===== config.mk =====
export PLATFORM = sky130hd
export DESIGN_NAME = lsu_load_extend
export DESIGN_NICKNAME = d
export VERILOG_FILES = /design/src/common/lsu_pkg.sv /design/src/lsu/lsu_load_extend.sv
export VERILOG_INCLUDE_DIRS = /design/src /design/src/common
export SDC_FILE = /design/constraint.sdc
export NUM_CORES = 1
export LEC_CHECK = 0
export BUFFER_PORTS_ARGS = -buffer_cell sky130_fd_sc_hd__buf_2
export CAP_MARGIN = 20
export CORE_ASPECT_RATIO = 0.7
export CORE_UTILIZATION = 30
export CTS_CLUSTER_SIZE = 16
export DETAILED_ROUTE_END_ITERATION = 8
export GPL_ROUTABILITY_DRIVEN = 1
export GPL_TIMING_DRIVEN = 0
export PLACE_DENSITY = 0.62
export SETUP_SLACK_MARGIN = 0.3
export SLEW_MARGIN = 10
export SYNTH_ARGS = -nofsm -noshare
export SYNTH_HDL_FRONTEND = slang
export SYNTH_SLANG_ARGS = --single-unit

===== constraint.sdc =====
create_clock -name clk -period 3.07 [get_ports clk]
set_input_delay 0.614 -clock clk [delete_from_list [all_inputs] [get_ports clk]]
set_output_delay 0.614 -clock clk [all_outputs]
set_load 0.01 [all_outputs]

===== src/common/lsu_config.svh =====
`ifndef LSU_CONFIG_SVH
`define LSU_CONFIG_SVH

//////////////////////////////
// lsu sizing
//////////////////////////////

// byte address width seen by the requester
// 12 bits gives a 4 KiB data space
`define LSU_ADDR_W 12

// ram depth in 32-bit words
// two low address bits select the byte lane
`define LSU_RAM_WORDS (1 << (`LSU_ADDR_W - 2))

// word address width into the ram
`define LSU_WORD_AW (`LSU_ADDR_W - 2)

`endif


===== src/common/lsu_pkg.sv =====
`include "lsu_config.svh"

package lsu_pkg;

  // access operation
  typedef enum logic {
    OP_LOAD  = 1'b0,
    OP_STORE = 1'b1
  } mem_op_e;

  // access size, code 3 is unused and faults
  typedef enum logic [1:0] {
    SZ_BYTE = 2'd0,
    SZ_HALF = 2'd1,
    SZ_WORD = 2'd2
  } mem_size_e;

  // handshake controller states
  // P_* on the request side, R_* on the response side
  typedef enum logic [2:0] {
    P_IDLE = 3'd0,
    P_BUSY = 3'd1,
    P_DROP = 3'd2,
    R_IDLE = 3'd3,
    R_HOLD = 3'd4,
    R_DONE = 3'd5
  } port_state_e;

  // one access from the requester
  typedef struct packed {
    mem_op_e                op;
    mem_size_e              size;
    logic                   is_signed;
    logic [`LSU_ADDR_W-1:0] addr;
    logic [31:0]            wdata;
  } mem_req_t;

  // access after lane mapping
  typedef struct packed {
    logic                   valid;
    mem_op_e                op;
    mem_size_e              size;
    logic                   is_signed;
    logic                   fault;
    logic [`LSU_WORD_AW-1:0] word_addr;
    logic [1:0]             byte_pos;
    logic [3:0]             be;
    logic [31:0]            lane_data;
  } lane_cmd_t;

  // response back to the requester
  typedef struct packed {
    logic [31:0] rdata;
    logic        fault;
  } mem_rsp_t;

endpackage


===== src/lsu/lsu_load_extend.sv =====
`timescale 1ns/10ps
`include "lsu_config.svh"

module lsu_load_extend (
  input  logic               clk,
  input  logic               arst_n,
  input  lsu_pkg::lane_cmd_t cmd,
  input  logic [31:0]        rdata,
  output logic               rsp_valid,
  output lsu_pkg::mem_rsp_t  rsp,
  input  logic               rsp_ack,
  output logic               rsp_done
);

  lsu_pkg::lane_cmd_t   cmd_d;
  lsu_pkg::port_state_e state;
  logic [31:0]          shifted;
  logic [31:0]          load_data;

  // line cmd up with the ram read data
  always_ff @(posedge clk or negedge arst_n)
  begin
    if (!arst_n)
      cmd_d <= '0;
    else
      cmd_d <= cmd;
  end

  //////////////////////////////
  // byte select and extend
  //////////////////////////////

  always_comb
  begin
    // addressed byte moved down to lane 0
    shifted = rdata >> {cmd_d.byte_pos, 3'b000};
    case (cmd_d.size)
      lsu_pkg::SZ_BYTE:
        load_data = {{24{cmd_d.is_signed & shifted[7]}}, shifted[7:0]};
      lsu_pkg::SZ_HALF:
        load_data = {{16{cmd_d.is_signed & shifted[15]}}, shifted[15:0]};
      default:
        load_data = rdata;
    endcase
    // stores and faults return zero
    if (cmd_d.op == lsu_pkg::OP_STORE || cmd_d.fault)
      load_data = 32'h0;
  end

  //////////////////////////////
  // response handshake
  //////////////////////////////

  // idle -> hold on aligned data, hold until ack, done until ack drops
  always_ff @(posedge clk or negedge arst_n)
  begin
    if (!arst_n)
    begin
      state     <= lsu_pkg::R_IDLE;
      rsp_valid <= 1'b0;
      rsp_done  <= 1'b0;
    end
    else
    begin
      rsp_done <= 1'b0;
      case (state)
        lsu_pkg::R_IDLE:
        begin
          if (cmd_d.valid)
          begin
            rsp_valid <= 1'b1;
            state     <= lsu_pkg::R_HOLD;
          end
        end
        lsu_pkg::R_HOLD:
        begin
          // back-pressure, wait as long as needed
          if (rsp_ack)
          begin
            rsp_valid <= 1'b0;
            state     <= lsu_pkg::R_DONE;
          end
        end
        lsu_pkg::R_DONE:
        begin
          // falling ack closes the four-phase cycle
          if (!rsp_ack)
          begin
            rsp_done <= 1'b1;
            state    <= lsu_pkg::R_IDLE;
          end
        end
        default:
        begin
          rsp_valid <= 1'b0;
          state     <= lsu_pkg::R_IDLE;
        end
      endcase
    end
  end

  // response payload, frozen while rsp_valid is up
  always_ff @(posedge clk)
  begin
    if (state == lsu_pkg::R_IDLE && cmd_d.valid)
    begin
      rsp.rdata <= load_data;
      rsp.fault <= cmd_d.fault;
    end
  end

endmodule


**Word level (Yosys, flattened, before mapping)**

Index checks and enable logic that the tools add are counted.

- Output and inout bits: 35
- Input port bits: 89
- Register bits: 46
- Logic and storage cells: 37

- Shift-type cells: 1
- Mux-type cells: 10
- Bitwise operators: 3
- Equal/unequal tests: 7
- Reduce and logical (&&, ||, !) cells: 5

Operators with widths:

| kind | number |
|---|---|
| 32-bit one-hot mux with 2 select lines | 1 |
| 32-bit by 5-bit right shift with 16-bit output | 1 |
| 3-bit 2-to-1 mux | 3 |
| 3-bit one-hot mux with 3 select lines | 1 |
| 3-bit equality test, second input constant | 2 |
| 2-bit != test, second input constant | 3 |
| 3-bit AND reduction | 2 |
| 1-bit 2-to-1 mux | 4 |
| 3-bit by 2-bit equality test with 1-bit output, second input constant | 1 |
| 1-bit one-hot mux with 3 select lines | 1 |
| 1-bit AND | 2 |
| 2-bit by 1-bit equality test with 1-bit output, second input constant | 1 |
| 2-bit zero test | 1 |
| 1-bit logical AND | 1 |
| 1-bit logical OR | 1 |
| 1-bit NOT | 1 |

**Logic depth before layout (Yosys ltp)**

Gate-level depths: netlist (run 1).

- Depth in word-level cells: 3
- Depth in mapped cells: 6
- Depth with buffers taken out: 4

**Worst setup path before layout (run 1)**

Ideal clock, no wire load.

- Path type: input-to-reg
- Start: input rdata[31]
- End: register rsp[23] (netlist bit) (data pin)
- Library setup time: 0.270 ns
- Stages: 5
- Required time: 2.800 ns
- Slack: 1.143 ns
- Arrival: 1.656 ns
- Buffers on the path: 1
- Cell sequence: mux4_2 > nand2_4 > a21boi_4 > buf_6 > a21oi_1

- Word-level cells in the longest chain between the ends: 3
- Elaborated cells on any way between the ends: 4
- Classes of those cells: shift: 1; mux: 1; bitwise: 2

Ends and longest elaborated chain:

| element | RTL line | text |
|---|---|---|
| from (decl) | lsu_load_extend.sv:8 | `input logic [31:0] rdata,` |
| 32-bit by 5-bit right shift with 16-bit output (*) | lsu_load_extend.sv:36 | `shifted = rdata >> {cmd_d.byte_pos, 3'b000};` |
| 1-bit AND, on equally long branches | lsu_load_extend.sv:41, lsu_load_extend.sv:39 |  |
| 32-bit one-hot mux with 2 select lines (*) | lsu_load_extend.sv:37 | `case (cmd_d.size)` |
| to (decl) | lsu_load_extend.sv:10 | `output lsu_pkg::mem_rsp_t rsp,` |

Every way passes the cells marked *; elsewhere a longest branch is shown, timed or not.
A chain may end at the register's enable or synchronous reset.

**Final worst setup path (run 1)**

- Start: register cmd_d[37] (netlist bit)
- End: register rsp[29] (netlist bit) (data pin)

- Word-level cells in the longest chain between the ends: 3
- Elaborated cells on any way between the ends: 4
- Classes of those cells: shift: 1; mux: 1; bitwise: 2

Ends and longest elaborated chain:

| element | RTL line | text |
|---|---|---|
| from (decl) | lsu_load_extend.sv:15 | `lsu_pkg::lane_cmd_t cmd_d;` |
| from (signal assigned) | lsu_load_extend.sv:26 | `cmd_d <= cmd;` |
| 32-bit by 5-bit right shift with 16-bit output (*) | lsu_load_extend.sv:36 |  |
| 1-bit AND, on equally long branches | lsu_load_extend.sv:41, lsu_load_extend.sv:39 |  |
| 32-bit one-hot mux with 2 select lines (*) | lsu_load_extend.sv:37 |  |

Marked as above.

==> impl_metrics.json, run 1 <==
{
  "result_of_the_run": "complete, no violations",
  "portion_of_the_post_synthesis_area_used_by_sequential_elements_pct": 62.5,
  "area_inside_the_core_boundary_um2": 6790,
  "grt_pass1_wl_mm": 8.01,
  "number_of_buffers_added_by_the_clock_tree_synthesis_step": 5,
  "antenna_violations_before_repair": 0,
  "critPathArrivalTime_ns": 2.04,
  "dpl.hpwl_mm": 4.01,
  "vdd_ir_drop_max_v": 0.000276,
  "worst-endpoint-required_ns": 3.11,
  "cpLargestDelayFamily": "multiplexers",
  "drive_above_1_share_pct": 39.0,
  "post_synth_instance_area_um2": 2110,
  "cts-root-to-sink-buffers": 2,
  "final-hold-violation-count": 0,
  "worstHoldPathType": "in2async",
  "drtAntennaViolNets": 0,
  "timing.setup.tns_ns": 0,
  "combPwrFrac_pct": 24.1,
  "power.density_cell_area_nw_per_um2": 645,
  "critical_path.cell_chain": "mux4_2 > nand2_4 > a21boi_4 > buf_6 > a21oi_1",
  "total_power_w": 0.00175,
  "htree_num_levels": 2,
  "ys_ff_latch": 46,
  "power.switching_w": 0.000522,
  "syn_area_per_cell_um2": 12.1,
  "total_leakage_power_nw": 1.15,
  "worst_clock_skew_ns": 0.00842,
  "clk_pin_slew_worst_paths_ns": 0.09,
  "cap_viol_max_count": 0,
  "filler_cell_count": 683,
  "drt_drc_violations_left": 0,
  "slew_limit_headroom_pct": 45.5,
  "resized_after_cts": 0,
  "power_frac_clock_pct": 23.8,
  "die_y_um": 72.2,
  "initialDrtViolationCount": 63,
  "clock_sinks": 46,
  "fin_crit_share_pct": 65.1,
  "cts.repair_timing.setup_buffer_count": 0,
  "worstMarginPinSlew_ns": 0.818,
  "internal_power_w": 0.00123,
  "critical_path.max_fanout": 10,
  "cts.hold.buffers_added": 0,
  "worst_path_largest_cell_delay_ns": 0.58,
  "finalMaxSlewViolations": 0,
  "finalSetupViolations": 0,
  "number_of_i_o_port_buffers": 77,
  "initial_utilization_pct": 31.1,
  "insertedDiodeCount": 0,
  "nNetsFinal": 347,
  "totalWireLength_mm": 5.23,
  "overall_overflow_remaining_after_global_route": 0,
  "clockRootBuffer": "clkbuf_8",
  "finalCriticalPeriod_ns": 2.00,
  "multi_input_comb_area_um2": 726,
  "fp.dieW_um": 102,
  "numPlacedInstances": 345,
  "vias": 1679,
  "gp_routability_congestion": 0.775,
  "pwr-share-seq_pct": 52.1,
  "post_drt_via_cell_ratio": 4.76,
  "synthCells": 174,
  "detail_route.wl_per_cell_um": 14.8,
  "finish.cell_count_without_fillers": 353,
  "die-area_um2": 7380,
  "globalRouteTotalUtil_pct": 14.9,
  "grt_setup_unrepaired": "false",
  "vias_in_the_first_global_route": 1600,
  "register_area_um2": 1320,
  "cts_tree": "done",
  "ys_types": 28,
  "setup.worst_path.end_class": "register",
  "total_i_o_pin_count": 124,
  "row_count": 25,
  "postSynthNetCount": 263,
  "detail_route.first_pass.iterations": 4,
  "power_switching_share_pct": 29.8,
  "maximum_number_of_pins_on_one_net_before_global_route_repair": 36,
  "syn2layout_area_growth_pct": 28.7,
  "cp_slowest_cell": "mux4_2",
  "worst-setup-path-type": "reg2reg",
  "worst_skew_pair_latency_ns": 0.30,
  "synth-warning-count": 0,
  "timing.critical_path.from_type": "register",
  "clock.fmax_ghz": 0.500,
  "worstPathBufferInverterCount": 1
}
==> flip-flops by register name, summed over array words and instances (netlist names) <==
| name | cells |
|---|---|
| rsp | 33 |
| cmd_d | 8 |
| state | 3 |
| rsp_done | 1 |
| rsp_valid | 1 |
==> worst paths after layout <==
check                      startpoint   endpoint  slack, ns  cells past startpoint
setup / recovery            cmd_d[37]    rsp[29]       1.07                      5
hold / removal                 arst_n  cmd_d[36]       0.18                      1
setup reg to reg            cmd_d[37]    rsp[29]       1.07                      5
hold reg to reg             cmd_d[48]     rsp[0]       0.48                      0
max in group asynchronous      arst_n   state[0]       2.60                      1
min in group clk              cmd[36]  cmd_d[36]       0.42                      1
==> cells by family after synthesis <==
kind of cell,count (synthesis),synth area share [%]
mux,10,5.34
compound gates,59,19.2
simple gates,44,9.79
flops,46,62.5
buf+inv,15,3.14
==> through the flow <==
stage,instance area (µm²),hold WS (ns),utilization (%),worst slack [ns]
3_5_place_dp,2610,0.466,38.5,0.816
3_3_place_gp,2610,0.460,38.5,0.841
4_1_cts,2720,0.195,40.0,1.07
5_1_grt,2720,0.201,40.0,0.994
2_1_floorplan,2110,0.318,-,1.14
6_report,2720,0.185,40.0,1.07
==> cell type report <==
class                   instances  share of cell area, %
flip-flops and latches         46                   48.6
multi-input cells             113                   26.7
repair buffers                 77                   14.2
well taps                      94                   4.33
clock buffers                   8                   3.73
plain buffers                  13                   2.17
inverters                       2                  0.276
==> cells in the mapped netlist <==
cell | count | area share, %
nand2_1 | 18 | 3.2
nor2b_1 | 3 | 0.89
mux2i_1 | 9 | 4.3
nor3_1 | 1 | 0.24
nor3b_1 | 1 | 0.36
edfxtp_1 | 33 | 47
nand2_4 | 1 | 0.53
nand2b_1 | 2 | 0.59
dfstp_2 | 2 | 2.5
or2_2 | 2 | 0.59
a21oi_1 | 32 | 7.6
o2bb2ai_1 | 7 | 2.9
nor2_1 | 14 | 2.5
inv_1 | 2 | 0.36
o21ai_0 | 1 | 0.24
clkbuf_1 | 9 | 1.6
dfrtp_1 | 11 | 13
and4b_1 | 1 | 0.47
buf_1 | 1 | 0.18
o221a_2 | 7 | 3.7
a22oi_1 | 9 | 3.2
buf_2 | 2 | 0.47
o21a_1 | 1 | 0.36
o22ai_1 | 1 | 0.30
a21boi_4 | 1 | 0.89
and3b_1 | 1 | 0.42
buf_6 | 1 | 0.53
mux4_2 | 1 | 1.1
==> cells in the final DEF, fill, tap and decap left out, types with 2 or more instances in the layout <==
cell type,synthesis,layout
nor2b_1,3,3
inv_1,2,2
clkbuf_8,0,5
o2bb2ai_1,7,7
nand2b_1,2,2
a21oi_1,32,32
buf_2,2,79
dfstp_2,2,2
clkbuf_1,9,11
or2_2,2,2
o221a_2,7,7
a22oi_1,9,9
edfxtp_1,33,33
mux2i_1,9,9
dfrtp_1,11,11
nand2_1,18,18
nor2_1,14,14
==> power by group through the flow <==
stage	combinational [W]	clock [W]	sequential (W)
floorplan	0.000174	0	0.000983
global placement	0.000421	0	0.000926
detailed placement	0.000432	0	0.000927
CTS	0.000431	0.000427	0.000915
global route	0.000474	0.000455	0.000927
finish	0.000423	0.000417	0.000912
==> layer usage <==
layer	track usage [%]	vias up	routed length, µm
met5	0	-	0
met3	3.28	6	325
met1	20.8	796	2530
met2	23.2	61	2310
met4	4.29	0	56
li1	-	816	-
Power figures use the tool's default switching activity.
==> inputs of run 2 (changes only) <==
clock period = 1.9 ns   (was 3.07 ns; I/O delays follow)
==> run 2 against run 1 <==
Compared with the run above:
- first-iteration DRC count is 3.2% lower
- via count is 2.6% higher
- clock power is 67% higher
- die area stayed put
- power is 66% higher
- flip-flop and latch count stayed put
- critical path depth stayed put
- critical endpoint is now rsp[30]
- largest power group unchanged
==> impl_metrics.json, run 2 (synthesis results as in run 1) <==
{
  "finish.cell_count_without_fillers": 357,
  "drt_drc_violations_left": 0,
  "row_count": 25,
  "number_of_buffers_added_by_the_clock_tree_synthesis_step": 5,
  "cpLargestDelayFamily": "multiplexers",
  "fin_crit_share_pct": 89.7,
  "critPathArrivalTime_ns": 1.75,
  "vias": 1723,
  "globalRouteTotalUtil_pct": 15.4,
  "cts-root-to-sink-buffers": 2,
  "numPlacedInstances": 345,
  "finalSetupViolations": 0,
  "cap_viol_max_count": 0,
  "die-area_um2": 7380,
  "worstPathBufferInverterCount": 1,
  "final-hold-violation-count": 0,
  "post_drt_via_cell_ratio": 4.83,
  "grt_pass1_wl_mm": 8.41,
  "worst_skew_pair_latency_ns": 0.29,
  "worst-endpoint-required_ns": 1.95,
  "die_y_um": 72.2,
  "filler_cell_count": 677,
  "result_of_the_run": "complete, no violations",
  "layout_commonest_cell": "buf_2",
  "fp.dieW_um": 102,
  "dpl.hpwl_mm": 4.04,
  "globalRouteMet1Util_pct": 21.0,
  "critical_path.cell_chain": "mux4_2 > nand2_4 > a21boi_4 > buf_6 > a21oi_1",
  "nNetsFinal": 351,
  "number_of_i_o_port_buffers": 77,
  "timing.critical_path.from_type": "register",
  "clk_pin_slew_worst_paths_ns": 0.08,
  "register_area_um2": 1320,
  "drtAntennaViolNets": 0,
  "most_used_cells_in_the_layout_excluding_fill_and_tap_cells": "buf_2 (77), edfxtp_1 (33), a21oi_1 (30), nand2_1 (18), nor2_1 (14)",
  "total_leakage_power_nw": 1.20,
  "cts_tree": "done",
  "finalMaxSlewViolations": 0,
  "power.density_cell_area_nw_per_um2": 1000,
  "totalWireLength_mm": 5.30,
  "maximum_number_of_pins_on_one_net_before_global_route_repair": 36,
  "slew_limit_headroom_pct": 64.9,
  "clock_sinks": 46,
  "initialDrtViolationCount": 61,
  "drive_above_1_share_pct": 46.8,
  "worst_clock_skew_ns": 0.00174,
  "detail_route.first_pass.iterations": 4,
  "htree_num_levels": 2,
  "largest_register_ff_count": 33,
  "gp_routability_congestion": 0.764,
  "overall_overflow_remaining_after_global_route": 0,
  "worstMarginPinSlew_ns": 0.527,
  "total_power_w": 0.00290,
  "clockRootBuffer": "clkbuf_8",
  "worst_path_largest_cell_delay_ns": 0.55,
  "cp_slowest_cell": "mux4_2",
  "grt_setup_unrepaired": "true",
  "setup.worst_path.end_class": "register",
  "syn2layout_area_growth_pct": 37.1,
  "total_i_o_pin_count": 124,
  "initial_utilization_pct": 31.1,
  "multi_input_comb_area_um2": 831,
  "critical_path.max_fanout": 10,
  "worstHoldPathType": "in2reg",
  "detail_route.wl_per_cell_um": 14.8,
  "final_critical_path_setup_slack_ns": 0.196,
  "antenna_violations_before_repair": 0,
  "vias_in_the_first_global_route": 1698,
  "vdd_ir_drop_max_v": 0.000486,
  "area_inside_the_core_boundary_um2": 6790,
  "worst-setup-path-type": "reg2reg",
  "largest_register": "rsp",
  "globalRoute.busiestLayer": "met2",
  "grt.met2_usage_pct": 23.7,
  "finalCriticalPeriod_ns": 1.70,
  "reg_top3": "rsp (33), cmd_d (8), state (3)",
  "insertedDiodeCount": 0,
  "clock.fmax_ghz": 0.587,
  "grt_util_met3_pct": 4.62,
  "detailedPlace.worstSlack_ns": -0.139
}
[run 2: cell types whose count changed in the layout (fill, tap and decap cells not counted), sizes merged]
cell / previous run / this run
buf: 81 / 83
clkbuf: 17 / 18
dlygate4sd3: 0 / 1
[run 2: cell type report]
| type | count | share of cell area [%] |
|---|---|---|
| multi-input combinational | 113 | 28.7 |
| tap | 94 | 4.07 |
| inverter | 2 | 0.260 |
| clock buffer | 8 | 3.85 |
| timing repair buffer | 81 | 14.6 |
| buffer | 13 | 2.94 |
| sequential | 46 | 45.6 |
[run 2: worst paths after layout]
| path | slack [ns] | endpoint | startpoint | cells after the start |
|---|---|---|---|---|
| worst max-delay path | 0.20 | rsp[30] | cmd_d[37] | 5 |
| max in group asynchronous | 1.14 | state[0] | arst_n | 2 |
| worst min register to register | 0.48 | rsp[0] | cmd_d[48] | 0 |
| worst min-delay path | 0.18 | cmd_d[53] | cmd[53] | 1 |
| worst max register to register | 0.20 | rsp[30] | cmd_d[37] | 5 |
| min in group asynchronous | 0.49 | cmd_d[37] | arst_n | 2 |
[run 2: what timing repair did]
item	4_1_cts	5_1_grt
setup endpoints to repair	67	32
pin swaps	0	2
hold buffers	1	0
buffers inserted	3	0
resized for setup	7	31
hold endpoints to repair	11	0
[run 2: power breakdown]
part	switching, W	internal, W	total (W)
clock	0.000320	0.000376	0.000696
combinational	0.000446	0.000291	0.000737
sequential	0.0000798	0.00139	0.00147
[run 2: metal layers]
| metal | part of all wire, % | routed length [µm] |
|---|---|---|
| met1 | 47 | 2490 |
| met2 | 45 | 2370 |
| met3 | 6.9 | 363 |
| met4 | 1.3 | 70 |
| met5 | 0 | 0 |
[run 2: through the flow]
stage / utilization (%) / TNS (ns) / hold slack [ns] / area, µm²
final: 42.6 / 0 / 0.183 / 2890
after global routing: 42.6 / 0 / 0.163 / 2890
after CTS: 40.9 / 0 / 0.176 / 2780
after detailed placement: 38.5 / -1.25 / 0.276 / 2610
after global placement: 38.5 / -0.934 / 0.270 / 2610
after floorplan: - / 0 / 0.0844 / 2110
==> inputs of run 3 (changes only) <==
GPL_TIMING_DRIVEN = not set   (was 0)
PLACE_DENSITY = not set   (was 0.62)
==> run 3 against run 2 <==
Compared with the run above:
- setup slack improved by 0.018 ns
- sequential power barely moved
- power fell by 3.3%
- highest routed layer unchanged
- wire length fell by 5.5%
- fmax rose by 1.1%
- critical path depth did not move
- register-to-register slack improved by 0.02 ns
- first-iteration DRC count rose by 52%
- final cell count fell by 2.8%
- via count fell by 3.6%
==> impl_metrics.json, run 3 (synthesis results as in run 1) <==
{
  "cp_slowest_cell": "mux4_2",
  "nNetsFinal": 341,
  "initialDrtViolationCount": 93,
  "clk_pin_slew_worst_paths_ns": 0.08,
  "worst-endpoint-required_ns": 1.93,
  "overall_overflow_remaining_after_global_route": 0,
  "grt_setup_unrepaired": "true",
  "detailedPlace.worstSlack_ns": 0.0938,
  "clock.fmax_ghz": 0.593,
  "clockRootBuffer": "clkbuf_8",
  "timing.setup.tns_ns": 0,
  "placed_cell_area_um2": 2630,
  "slew_limit_headroom_pct": 55.7,
  "detail_route.first_pass.iterations": 4,
  "syn2layout_area_growth_pct": 29.8,
  "grt_pass1_wl_mm": 7.80,
  "cp-startpoint": "cmd_d[37]",
  "row_count": 25,
  "finalCriticalPeriod_ns": 1.69,
  "finalSetupViolations": 0,
  "die_y_um": 72.2,
  "r2r-start": "cmd_d[37]",
  "layout_commonest_cell": "buf_2",
  "drtAntennaViolNets": 0,
  "vias": 1661,
  "area_inside_the_core_boundary_um2": 6790,
  "setup.worst_path.end_class": "register",
  "drive_above_1_share_pct": 42.7,
  "finalMaxSlewViolations": 0,
  "worst_clock_skew_ns": 0.00669,
  "number_of_buffers_added_by_the_clock_tree_synthesis_step": 5,
  "critical_path.max_fanout": 16,
  "detail_route.wl_per_cell_um": 14.4,
  "hold_start": "cmd[36]",
  "post_drt_via_cell_ratio": 4.79,
  "cts_tree": "done",
  "die-area_um2": 7380,
  "result_of_the_run": "complete, no violations",
  "drt_drc_violations_left": 0,
  "vias_in_the_first_global_route": 1612,
  "dpl.hpwl_mm": 3.71,
  "grt_util_met3_pct": 4.24,
  "final_critical_path_setup_slack_ns": 0.214,
  "reg_top3": "rsp (33), cmd_d (8), state (3)",
  "insertedDiodeCount": 0,
  "design_area_um2": 2740,
  "number_of_i_o_port_buffers": 77,
  "timing.critical_path.from_type": "register",
  "globalRouteMet1Util_pct": 19.6,
  "antenna_violations_before_repair": 0,
  "totalWireLength_mm": 5.01,
  "vdd_ir_drop_max_v": 0.000454,
  "grt.met2_usage_pct": 22.4,
  "worstMarginPinSlew_ns": 0.663,
  "power.density_cell_area_nw_per_um2": 1020,
  "largest_register": "rsp",
  "worst_skew_pair_latency_ns": 0.29,
  "worst_path_largest_cell_delay_ns": 0.55,
  "critPathArrivalTime_ns": 1.72,
  "initial_utilization_pct": 31.1,
  "cap_viol_max_count": 0,
  "total_leakage_power_nw": 1.16,
  "total_i_o_pin_count": 124,
  "worstHoldPathType": "in2reg",
  "fin_crit_share_pct": 88.8,
  "most_used_cells_in_the_layout_excluding_fill_and_tap_cells": "buf_2 (77), edfxtp_1 (33), a21oi_1 (32), nand2_1 (18), nor2_1 (13)",
  "worst-setup-path-type": "reg2reg",
  "globalRouteTotalUtil_pct": 14.4,
  "gp_routability_congestion": 0.786,
  "final-hold-violation-count": 0,
  "htree_num_levels": 2,
  "largest_register_ff_count": 33,
  "globalRoute.busiestLayer": "met2",
  "clock_sinks": 46,
  "cts-root-to-sink-buffers": 2,
  "fp.dieW_um": 102,
  "filler_cell_count": 695,
  "maximum_number_of_pins_on_one_net_before_global_route_repair": 34,
  "critical_path.cell_chain": "mux4_2 > nand2_4 > a21boi_4 > buf_12 > a21oi_1"
}
run 3: cell count changes in the layout (fill, tap and decap cells not counted), sizes merged:
cell,before,now
clkbuf,18,8
run 3: power by group:
part / total, W / leakage (nW) / switching, W / internal, W
combinational: 0.000724 / 0.648 / 0.000429 / 0.000295
clock: 0.000611 / 0.0455 / 0.000314 / 0.000297
sequential: 0.00147 / 0.470 / 0.0000849 / 0.00139
total: 0.00281 / 1.16 / 0.000828 / 0.00198
run 3: worst paths after layout:
check / endpoint / slack, ns / cells after the start
setup reg to reg: rsp[20] / 0.21 / 5
hold / removal: cmd_d[36] / 0.19 / 1
setup / recovery: rsp[20] / 0.21 / 5
max in group asynchronous: state[0] / 1.14 / 2
min in group asynchronous: cmd_d[37] / 0.48 / 2
hold reg to reg: rsp[0] / 0.49 / 0
run 3: area by class of cell:
cell class | count | area, µm² | area share (%)
timing repair buffer | 84 | 465 | 17.0
sequential | 46 | 1320 | 48.2
inverter | 2 | 7.51 | 0.274
tap | 94 | 118 | 4.29
multi-input combinational | 113 | 738 | 27.0
clock buffer | 8 | 90.1 | 3.29
run 3: worst max-delay path: cells and delay by family, from the launching register on:
kind	cells	cell delay, ns
AOI/OAI and AO/OA	2	0.25
buffers and inverters	1	0.16
DFF	1	0.37
muxes	1	0.55
and+or+nand+nor	1	0.08
run 3: what timing repair did:
item                       in CTS  in global routing
pin swaps                       0                  0
setup endpoints to repair      23                 29
hold endpoints to repair       11                  0
hold buffers                    1                  0
gates cloned                    0                  0
gates resized for setup         2                  3
buffers inserted                0                  0
run 3: per-stage QoR:
step	power, W	instances	util (%)	hold slack [ns]
after floorplan	0.00187	174	-	0.0844
after global placement	0.00221	338	38.7	0.273
after detailed placement	0.00222	338	38.7	0.278
after CTS	0.00284	347	40.3	0.181
after global routing	0.00297	347	40.4	0.171
final	0.00281	347	40.4	0.188
run 3: routing by layer:
metal | wire [µm] | vias up | part of all wire, %
met5 | 0 | - | 0
met4 | 38 | 0 | 0.76
met3 | 345 | 5 | 6.9
met2 | 2360 | 65 | 47
met1 | 2270 | 781 | 45
li1 | - | 810 | -
